## src/hw/leg_ik_pkg.sv

```systemverilog
/*
 * Coordinates are signed 1/16 mm units. A phase wraps at 65536 per turn.
 * Leg lengths are fixed here and all squared terms are derived from them.
 */
`default_nettype none

package leg_ik_pkg;

	// ------------------------------
	// Widths and types
	// ------------------------------
	localparam int POS_WIDTH   = 16;
	localparam int WIDE_WIDTH  = 32;
	localparam int PROD_WIDTH  = 64;
	localparam int PHASE_WIDTH = 16;

	typedef logic signed [POS_WIDTH-1:0]  pos_t;
	typedef logic signed [WIDE_WIDTH-1:0] wide_t;
	typedef logic signed [PROD_WIDTH-1:0] prod_t;
	// Full circle is 2**PHASE_WIDTH
	typedef logic [PHASE_WIDTH-1:0]       phase_t;

	// ------------------------------
	// Leg geometry
	// ------------------------------
	localparam int LENGTH_1   = 848;   // 53.00 mm coxa
	localparam int LENGTH_2   = 1060;  // 66.25 mm femur
	localparam int LENGTH_3   = 2123;  // 132.69 mm tibia
	localparam int MIN_RADIUS = 1552;  // 97.00 mm

	// Derived squares
	localparam wide_t LENGTH_23_SQR      = LENGTH_2 * LENGTH_2 + LENGTH_3 * LENGTH_3;
	localparam wide_t LENGTH_2PLUS3_SQR  = (LENGTH_2 + LENGTH_3) * (LENGTH_2 + LENGTH_3);
	localparam wide_t LENGTH_MIN_RAD_SQR = MIN_RADIUS * MIN_RADIUS;
	localparam wide_t LENGTH_2_2_SQR     = 2 * LENGTH_2 * LENGTH_2;

	// Needs 45 bits
	localparam prod_t LENGTH_SL23 = prod_t'(4) * LENGTH_2 * LENGTH_2 * LENGTH_3 * LENGTH_3;

	// ------------------------------
	// Arithmetic unit timing
	// ------------------------------
	localparam int MULT_LATENCY = 4;   // At least 2
	localparam int CORDIC_ITERS = 16;

endpackage

`default_nettype wire

```

## src/hw/ik_sequencer.sv

```systemverilog
/*
 * Starts are taken only while idle. Results depend on the fixed unit latencies.
 * The theta outputs update only on a successful done, never on no-solution.
 */
`default_nettype none
`timescale 1ns/1ps

module ik_sequencer (
	input  wire                     clk_in,
	input  wire                     _reset_in,
	input  wire                     start_i,
	input  wire leg_ik_pkg::pos_t   x_i,
	input  wire leg_ik_pkg::pos_t   y_i,
	input  wire leg_ik_pkg::pos_t   z_i,
	output logic                    mul_valid_o,
	output leg_ik_pkg::wide_t       mul_a_o,
	output leg_ik_pkg::wide_t       mul_b_o,
	input  wire                     mul_valid_i,
	input  wire leg_ik_pkg::prod_t  mul_p_i,
	output logic                    sqrt_start_o,
	output leg_ik_pkg::prod_t       sqrt_radicand_o,
	input  wire                     sqrt_done_i,
	input  wire leg_ik_pkg::wide_t  sqrt_root_i,
	output logic                    atan_start_o,
	output leg_ik_pkg::wide_t       atan_x_o,
	output leg_ik_pkg::wide_t       atan_y_o,
	input  wire                     atan_done_i,
	input  wire leg_ik_pkg::phase_t atan_phase_i,
	output logic                    done_o,
	output logic                    no_solution_o,
	output leg_ik_pkg::phase_t      theta1_o,
	output leg_ik_pkg::phase_t      theta2_o,
	output leg_ik_pkg::phase_t      theta3_o
);

	typedef enum logic [3:0] {
		S_IDLE,
		S_SQ_A,
		S_SQ_B,
		S_SQ_WAIT,
		S_ROOT_XY,
		S_WAIT_XY,
		S_CHECK,
		S_MUL_C1,
		S_WAIT_C1,
		S_ROOT_C2,
		S_WAIT_C2,
		S_ATAN,
		S_WAIT_ATAN
	} seq_state_t;

	seq_state_t         state_q;
	logic               pair_q;       // 0 squares x and y, 1 squares r and z
	logic               got_first_q;
	logic               sqrt_seen_q;
	logic               atan_seen_q;
	logic [1:0]         atan_step_q;  // theta3, then the two theta2 terms
	logic               out_of_reach;
	leg_ik_pkg::pos_t   x_q;
	leg_ik_pkg::pos_t   y_q;
	leg_ik_pkg::pos_t   z_q;
	leg_ik_pkg::prod_t  sum_q;        // x^2+y^2, then d^2, then the c2 radicand
	leg_ik_pkg::wide_t  r_q;
	leg_ik_pkg::wide_t  c1_q;
	leg_ik_pkg::wide_t  c2_q;
	leg_ik_pkg::phase_t phi1_q;
	leg_ik_pkg::phase_t phi2_q;
	leg_ik_pkg::phase_t phi3_q;

	// ------------------------------
	// Unit requests
	// ------------------------------
	assign mul_valid_o = (state_q == S_SQ_A) || (state_q == S_SQ_B) || (state_q == S_MUL_C1);

	// Every product here is a square
	always_comb begin
		mul_a_o = c1_q;
		case (state_q)
			S_SQ_A: mul_a_o = pair_q ? r_q : leg_ik_pkg::wide_t'(x_q);
			S_SQ_B: mul_a_o = pair_q ? leg_ik_pkg::wide_t'(z_q) : leg_ik_pkg::wide_t'(y_q);
			default: ;
		endcase
	end
	assign mul_b_o = mul_a_o;

	assign sqrt_start_o    = (state_q == S_ROOT_XY) || (state_q == S_ROOT_C2);
	assign sqrt_radicand_o = sum_q;
	assign atan_start_o    = (state_q == S_ROOT_XY) || (state_q == S_ATAN);

	always_comb begin
		atan_x_o = c1_q;
		atan_y_o = c2_q;
		if (state_q == S_ROOT_XY) begin
			atan_x_o = leg_ik_pkg::wide_t'(x_q);
			atan_y_o = leg_ik_pkg::wide_t'(y_q);
		end else if (atan_step_q == 2'd1) begin
			atan_x_o = r_q;
			atan_y_o = -leg_ik_pkg::wide_t'(z_q);
		end else if (atan_step_q == 2'd2) begin
			atan_x_o = leg_ik_pkg::LENGTH_2_2_SQR + c1_q;
		end
	end

	assign out_of_reach = (sum_q < leg_ik_pkg::prod_t'(leg_ik_pkg::LENGTH_MIN_RAD_SQR)) ||
		(sum_q > leg_ik_pkg::prod_t'(leg_ik_pkg::LENGTH_2PLUS3_SQR));

	// ------------------------------
	// Job FSM
	// ------------------------------
	always_ff @(posedge clk_in or negedge _reset_in) begin
		if (!_reset_in) begin
			state_q       <= S_IDLE;
			pair_q        <= 1'b0;
			got_first_q   <= 1'b0;
			sqrt_seen_q   <= 1'b0;
			atan_seen_q   <= 1'b0;
			atan_step_q   <= 2'd0;
			done_o        <= 1'b0;
			no_solution_o <= 1'b0;
			theta1_o      <= '0;
			theta2_o      <= '0;
			theta3_o      <= '0;
		end else begin
			done_o <= 1'b0;
			case (state_q)
				S_IDLE: begin
					if (start_i) begin
						no_solution_o <= 1'b0;
						pair_q        <= 1'b0;
						state_q       <= S_SQ_A;
					end
				end
				S_SQ_A: state_q <= S_SQ_B;
				S_SQ_B: state_q <= S_SQ_WAIT;
				S_SQ_WAIT: begin
					if (mul_valid_i) begin
						got_first_q <= !got_first_q;
						if (got_first_q) begin
							state_q <= pair_q ? S_CHECK : S_ROOT_XY;
						end
					end
				end
				S_ROOT_XY: begin
					sqrt_seen_q <= 1'b0;
					atan_seen_q <= 1'b0;
					state_q     <= S_WAIT_XY;
				end
				// Root and theta1 run side by side
				S_WAIT_XY: begin
					if (sqrt_done_i) begin
						sqrt_seen_q <= 1'b1;
					end
					if (atan_done_i) begin
						atan_seen_q <= 1'b1;
					end
					if ((sqrt_seen_q || sqrt_done_i) && (atan_seen_q || atan_done_i)) begin
						pair_q  <= 1'b1;
						state_q <= S_SQ_A;
					end
				end
				S_CHECK: begin
					if (out_of_reach) begin
						done_o        <= 1'b1;
						no_solution_o <= 1'b1;
						state_q       <= S_IDLE;
					end else begin
						state_q <= S_MUL_C1;
					end
				end
				S_MUL_C1: state_q <= S_WAIT_C1;
				S_WAIT_C1: begin
					if (mul_valid_i) begin
						state_q <= S_ROOT_C2;
					end
				end
				S_ROOT_C2: state_q <= S_WAIT_C2;
				S_WAIT_C2: begin
					if (sqrt_done_i) begin
						atan_step_q <= 2'd0;
						state_q     <= S_ATAN;
					end
				end
				S_ATAN: state_q <= S_WAIT_ATAN;
				S_WAIT_ATAN: begin
					if (atan_done_i) begin
						if (atan_step_q == 2'd2) begin
							done_o   <= 1'b1;
							theta1_o <= phi1_q;
							theta2_o <= phi2_q - atan_phase_i;
							theta3_o <= phi3_q;
							state_q  <= S_IDLE;
						end else begin
							atan_step_q <= atan_step_q + 1'b1;
							state_q     <= S_ATAN;
						end
					end
				end
				default: state_q <= S_IDLE;
			endcase
		end
	end

	// ------------------------------
	// Intermediate terms
	// ------------------------------
	always_ff @(posedge clk_in) begin
		if ((state_q == S_IDLE) && start_i) begin
			x_q <= x_i;
			y_q <= y_i;
			z_q <= z_i;
		end
		if (mul_valid_i) begin
			if (state_q == S_WAIT_C1) begin
				sum_q <= leg_ik_pkg::LENGTH_SL23 - mul_p_i;
			end else if (got_first_q) begin
				sum_q <= sum_q + mul_p_i;
			end else begin
				sum_q <= mul_p_i;
			end
		end
		// Coxa joint sits on the foot ray
		if ((state_q == S_WAIT_XY) && sqrt_done_i) begin
			r_q <= sqrt_root_i - leg_ik_pkg::LENGTH_1;
		end
		if ((state_q == S_WAIT_XY) && atan_done_i) begin
			phi1_q <= atan_phase_i;
		end
		// d^2 is in reach here, so the low word holds it
		if (state_q == S_CHECK) begin
			c1_q <= sum_q[leg_ik_pkg::WIDE_WIDTH-1:0] - leg_ik_pkg::LENGTH_23_SQR;
		end
		if ((state_q == S_WAIT_C2) && sqrt_done_i) begin
			c2_q <= sqrt_root_i;
		end
		if ((state_q == S_WAIT_ATAN) && atan_done_i) begin
			if (atan_step_q == 2'd0) begin
				phi3_q <= atan_phase_i;
			end else if (atan_step_q == 2'd1) begin
				phi2_q <= atan_phase_i;
			end
		end
	end

endmodule

`default_nettype wire

```

## config.mk

```make
export PLATFORM = sky130hd
export DESIGN_NAME = ik_sequencer
export DESIGN_NICKNAME = d
export VERILOG_FILES = /design/src/hw/leg_ik_pkg.sv /design/src/hw/ik_sequencer.sv
export SDC_FILE = /design/constraint.sdc
export NUM_CORES = 1
export LEC_CHECK = 0
export ABC_AREA = 1
export BUFFER_PORTS_ARGS = -buffer_cell sky130_fd_sc_hd__buf_4
export CAP_MARGIN = 30
export CORE_ASPECT_RATIO = 1.1
export CORE_MARGIN = 4
export CORE_UTILIZATION = 40
export DETAILED_ROUTE_END_ITERATION = 16
export GPL_TIMING_DRIVEN = 0
export PLACE_DENSITY_LB_ADDON = 0.1
export SLEW_MARGIN = 15
export SYNTH_ARGS = -nofsm -noshare
export SYNTH_HDL_FRONTEND = slang
export SYNTH_SLANG_ARGS = --single-unit
```

## constraint.sdc

```tcl
create_clock -name clk_in -period 3.5 [get_ports clk_in]
set_input_delay 0.35 -clock clk_in [delete_from_list [all_inputs] [get_ports clk_in]]
set_output_delay 0.35 -clock clk_in [all_outputs]
set_load 0.02 [all_outputs]
```

## Word-level counts from Yosys, hierarchy flattened

Index checks and enable logic that the tools add are counted.

| operators by class | value |
|---|---|
| eq/ne operators | 25 |
| multiplexer cells | 38 |
| bitwise gates (word level) | 1 |
| reduce and logical (&&, ||, !) cells | 30 |
| $lt $le $gt $ge | 2 |
| add/subtract/negate cells | 8 |

Operator list:

| operator | count |
|---|---|
| 32-bit 2-to-1 mux | 7 |
| 64-bit 2-to-1 mux | 2 |
| 64-bit adder | 1 |
| 64-bit by 25-bit greater-than comparator with 1-bit output, second input constant | 1 |
| 64-bit by 23-bit < comparator with 1-bit output, second input constant | 1 |
| 32-bit case mux with 2 select lines | 1 |
| 46-bit by 64-bit subtractor with 64-bit output, first input constant | 1 |
| 4-bit case mux with 13 select lines | 1 |
| 23-bit by 32-bit adder with 32-bit output, first input constant | 1 |
| 4-bit 2-to-1 mux | 8 |
| 16-bit negation with 32-bit output | 1 |
| 32-bit by 11-bit subtractor with 32-bit output, second input constant | 1 |
| 32-bit by 24-bit subtractor with 32-bit output, second input constant | 1 |
| 2-bit inequality test, second input constant | 11 |
| 4-bit == test, second input constant | 5 |
| 4-bit by 3-bit == test with 1-bit output, second input constant | 4 |
| 16-bit subtractor | 1 |
| 3-bit AND reduction | 4 |
| 1-bit case mux with 2 select lines | 5 |
| 4-bit by 2-bit == test with 1-bit output, second input constant | 2 |
| 1-bit 2-to-1 mux | 8 |
| 2-bit 2-to-1 mux | 4 |
| 2-bit AND reduction | 4 |
| 2-bit nonzero test | 4 |
| 14 further kinds | 25 |

| storage, ports and cells | value |
|---|---|
| input bits | 166 |
| word-level logic and storage cells | 125 |
| output and inout bits | 245 |
| register bits | 316 |

## Longest topological paths before layout

| logic depth | value |
|---|---|
| depth after elaboration | 4 |
| gate-level depth with buffers | 18 |
| mapped depth without buffers | 18 |

## Worst setup path after synthesis

No wires, ideal clock.

| timing | value |
|---|---|
| path kind | register to register |
| from | reg state_q[1] |
| to | reg x_q[0] (enable) |
| cell stages (with the launch flop) | 6 |
| data required time | 3,042 ps |
| library setup time | 458 ps |
| clock period less this slack | 3,332 ps |
| arrival time | 2,875 ps |
| slack | 168 ps |
| buffers on the path | 0 |
| cells stage by stage | dfrtp_1 -> nor2_1 -> inv_1 -> nor2_1 -> inv_1 -> nor2_1 |

| on the way | value |
|---|---|
| longest elaborated chain between the ends | 2 |

RTL lines:

| what | line | text |
|---|---|---|
| from (decl) | ik_sequencer.sv:52 | `seq_state_t state_q;` |
| from (signal assigned) | ik_sequencer.sv:139 | `state_q <= pair_q ? S_CHECK : S_ROOT_XY;` |
| 4-bit zero test | ik_sequencer.sv:207 | `if ((state_q == S_IDLE) && start_i) begin` |
| 1-bit logical AND | ik_sequencer.sv:207 |  |
| to (signal assigned) | ik_sequencer.sv:208 | `x_q <= x_i;` |
| to (decl) | ik_sequencer.sv:59 | `leg_ik_pkg::pos_t x_q;` |

Every way passes these cells.
A chain may end at the register's enable or synchronous reset.

## Worst setup path in the final report

| timing | value |
|---|---|
| from | reg state_q[2] |
| to | out atan_x_o[6] |

| on the way | value |
|---|---|
| longest elaborated chain between the ends | 2 |

RTL lines:

| what | line | text |
|---|---|---|
| 4-bit by 3-bit == test with 1-bit output | ik_sequencer.sv:93 | `if (state_q == S_ROOT_XY) begin` |
| 32-bit 2-to-1 mux | ik_sequencer.sv:93 |  |
| to (decl) | ik_sequencer.sv:25 | `output leg_ik_pkg::wide_t atan_x_o,` |

Every way passes these cells.

==> key figures <==
Outcome
  – Status: complete, no violations

Finish
  – Area delta synth->final: 26.0%
  – Finished Cell Area: approximately 0.032 mm²
  – Fillers: 6,608
  – Share of cells above drive strength 1: 15.8%
  – Fin nets: between 4,000 and 5,000

Route
  – DRT iter0 DRCs: approximately 2,200
  – Via/cell ratio: around 5.3
  – Drt drc: 0
  – DRT antenna net count: 0
  – Wire length per cell: ~22 µm
  – Pre-antenna DRT Iters: 7
  – Via count: 27,600
  – Routed WL: around 120,000 µm

Global routing
  – Vias in the first global route: 26,900
  – Total Routing Usage GR: between 30% and 40%
  – Initial antenna violation count: 4
  – Pin count of the biggest net entering global routing: between 60 and 70
  – GRT overflow: 0
  – First-pass GRT wire length: between 150,000 and 200,000 µm

Clock network
  – Maximum buffer depth of the clock tree: 3
  – Root Buffer: clkbuf_16
  – Clock transition at path regs: 60 ps
  – Worst skew pair latency: slightly below 600 ps
  – CTS Buf Count: 39
  – CTS tree: yes
  – # H-tree levels: 2
  – Clk sinks: about 320

STA
  – Max Slew Vio Count: 0
  – Final setup margin: roughly 150 ps
  – Tcrit/Tclk final: roughly 96%
  – RSZ-0062 raised after global routing: false
  – Setup violations, final: 0
  – F_max: 0.299 GHz
  – Fin. Hold Viols: 0
  – Layout Skew: between 20 and 30 ps
  – Crit path time final: approximately 3300 ps
  – Relative slew margins: between 30% and 40%
  – Slew @ Worst Pin: roughly 960 ps

Worst setup path
  – Critical path class: reg2out
  – CP startpoint kind: register
  – CP most frequent cell: inv_1
  – Required @ worst endpoint: between 3000 and 4000 ps
  – Crit. End Element: output port
  – CP Max Fanout: 10
  – Slowest CP cell: clkbuf_1
  – Critical-path cell list: inv_1 -> nor2_1 -> inv_1 -> nor2_2 -> inv_2 -> clkbuf_1 -> o211ai_1 -> o21ai_0 -> buf_4
  – Max stage delay on crit path: between 600 and 700 ps
  – Critical Path AT: roughly 3000 ps

Place
  – Routability cong.: 1.02
  – Dpl cell area: approximately 0.03 mm²
  – I/O Buffers: 410
  – DP Worst Slack: 184 ps
  – Hpwl dp: 95,700 µm

Pwr
  – Internal cell power: around 13,000 µW
  – Logic pwr share: between 60% and 70%
  – Switch share: roughly half
  – Clock Power Share: ~16%
  – Pwr/cell area: approximately 840 mW/mm²
  – Sw power: roughly 14,000 µW
  – VDD IR-drop max: approximately 780 µV
  – Pleak: between 0.015 and 0.02 µW
  – Seq pwr share: a little under a quarter

Logic synthesis
  – Post-synth top area cell: edfxtp_1
  – Area share of the largest cell type after synthesis: 29.9%
  – Gate Count Post-Synth: around 3,800
  – Main area contributors after synthesis: edfxtp_1, nand2_1, inv_1
  – Ys flop type: edfxtp_1
  – Count of cell types in the netlist: 64
  – EDFF count, synth: 256
  – Synth Register Bits: ~320
  – Mapped Avg Cell Area: ~6.8 µm²
  – Syn Nets: about 4,000
  – Fraction of registers with async set/reset: around a fifth
  – Register area share after synthesis: between 30% and 40%
  – YS warnings: 0
  – Netlist Area Pre-Place: between 0.02 and 0.03 mm²

Floorplanning
  – Site row count: 97
  – Die ar.: 0.0683 mm²
  – Die X: ~250 µm
  – Die height: 274 µm
  – Starting Density: between 40% and 50%
  – Core ar.: about 0.064 mm²
  – IO Pins: 411

Flow run
  – Max cap viols: 0

Min path
  – Worst hold path type: in2reg
[timing repair]
action	CTS	global route
gates cloned	0	0
gates resized for setup	14	7
endpoints found under the hold margin	191	0
endpoints found under the setup margin	66	17
setup buffers	0	1
hold buffers	96	0
pin swaps	0	1
[cells in the mapped netlist, drive strengths merged, types with 10 or more instances]
cell / instances
nand3: 265
nor3: 61
nor4: 16
ha: 88
a21o: 10
buf: 64
xnor2: 23
o21ai: 253
clkbuf: 60
a21oi: 254
o211ai: 14
edfxtp: 256
nor2: 391
a31oi: 10
inv: 514
o21bai: 25
or2: 10
xor2: 91
dfrtp: 60
nand2: 1205
nand4: 42
o22ai: 24
[worst max-delay path: cells and delay by family (launching register included)]
kind,cells,cell delay [ps]
DFF,1,450
AOI/OAI and AO/OA,2,550
buffers and inverters,5,1230
and+or+nand+nor,2,170
[layer usage]
metal	global-route usage, %	up-vias	part of all wire (%)
met5	0	-	0.023
met4	17.4	4	6.2
met3	4.81	287	6.3
met2	57.4	1087	49
met1	38.9	12800	39
li1	-	13400	-
[layout by cell type (no fill, tap or decap), types with 30 or more instances in the layout]
cell,n
inv_1,484
ha_1,87
clkbuf_1,57
dfrtp_1,60
a21oi_1,249
o21ai_0,209
o21ai_1,33
nand3_1,258
xor2_1,91
inv_2,30
edfxtp_1,256
dlygate4sd3_1,96
nand4_1,42
nor3_1,51
nor2_1,357
nand2_1,1185
clkbuf_16,39
buf_4,449
[kinds of logic (layout without fill, tap and decap cells)]
| family | after synthesis | count (layout) | synth area share, % |
|---|---|---|---|
| buf+inv | 641 | 1229 | 10.0 |
| fa+ha+maj | 90 | 90 | 4.44 |
| other cells | 0 | 4 | 0 |
| simple gates | 1999 | 1999 | 32.6 |
| compound gates | 610 | 610 | 13.2 |
| xor+xnor | 114 | 114 | 3.89 |
| flops | 316 | 316 | 35.8 |
[sequential cells by signal, summed over array words and instances (netlist names), 4 cells and up]
register         cells
c2_q                32
phi3_q              16
phi1_q              16
r_q                 32
z_q                 16
phi2_q              16
sqrt_radicand_o     64
state_q              4
theta1_o            16
y_q                 16
theta3_o            16
c1_q                32
x_q                 16
theta2_o            16
[final timing paths]
kind	start	endpoint	slack [ps]	depth (start not counted)
setup / recovery	state_q[2]	atan_x_o[6]	150	9
hold / removal	sqrt_root_i[14]	c2_q[14]	30	1
setup reg to reg	sqrt_radicand_o[0]	sqrt_radicand_o[60]	260	17
hold reg to reg	phi1_q[8]	theta1_o[8]	440	2
max in group asynchronous	_reset_in	atan_seen_q	2560	2
min in group asynchronous	_reset_in	theta1_o[3]	400	2
[layout make-up]
class / count / area (µm²) / share of cell area [%]
clock inverter: 25 / 323 / 0.998
sequential: 316 / 9190 / 28.4
clock buffer: 47 / 1020 / 3.14
inverter: 517 / 1950 / 6.01
buffer: 123 / 644 / 1.99
antenna: 4 / 10.0 / 0.0309
timing repair buffer: 517 / 4200 / 13.0
multi-input combinational: 2813 / 14000 / 43.2
tap: 841 / 1050 / 3.25
[per-stage QoR]
step / util, % / total power [µW] / TNS (ps) / hold slack, ps / cells
4_1_cts: 50.8 / 26900 / 0 / 3.78 / 5198
3_3_place_gp: 46.9 / 22400 / -93600 / 429 / 5021
5_1_grt: 50.9 / 28600 / 0 / 10.5 / 5201
3_5_place_dp: 47.2 / 22400 / 0 / 432 / 5031
2_1_floorplan: - / 15500 / 0 / 54.4 / 3770
6_report: 50.9 / 27100 / 0 / 29.0 / 5203
[power by group through the flow]
stage | Combinational, µW | Sequential (µW) | Clock (µW)
floorplan | 9100 | 6390 | 0
global placement | 16100 | 6270 | 0
detailed placement | 16200 | 6250 | 0
CTS | 16400 | 6180 | 4390
global route | 17800 | 6270 | 4530
finish | 16500 | 6210 | 4330
(Power assumes the default switching activity.)
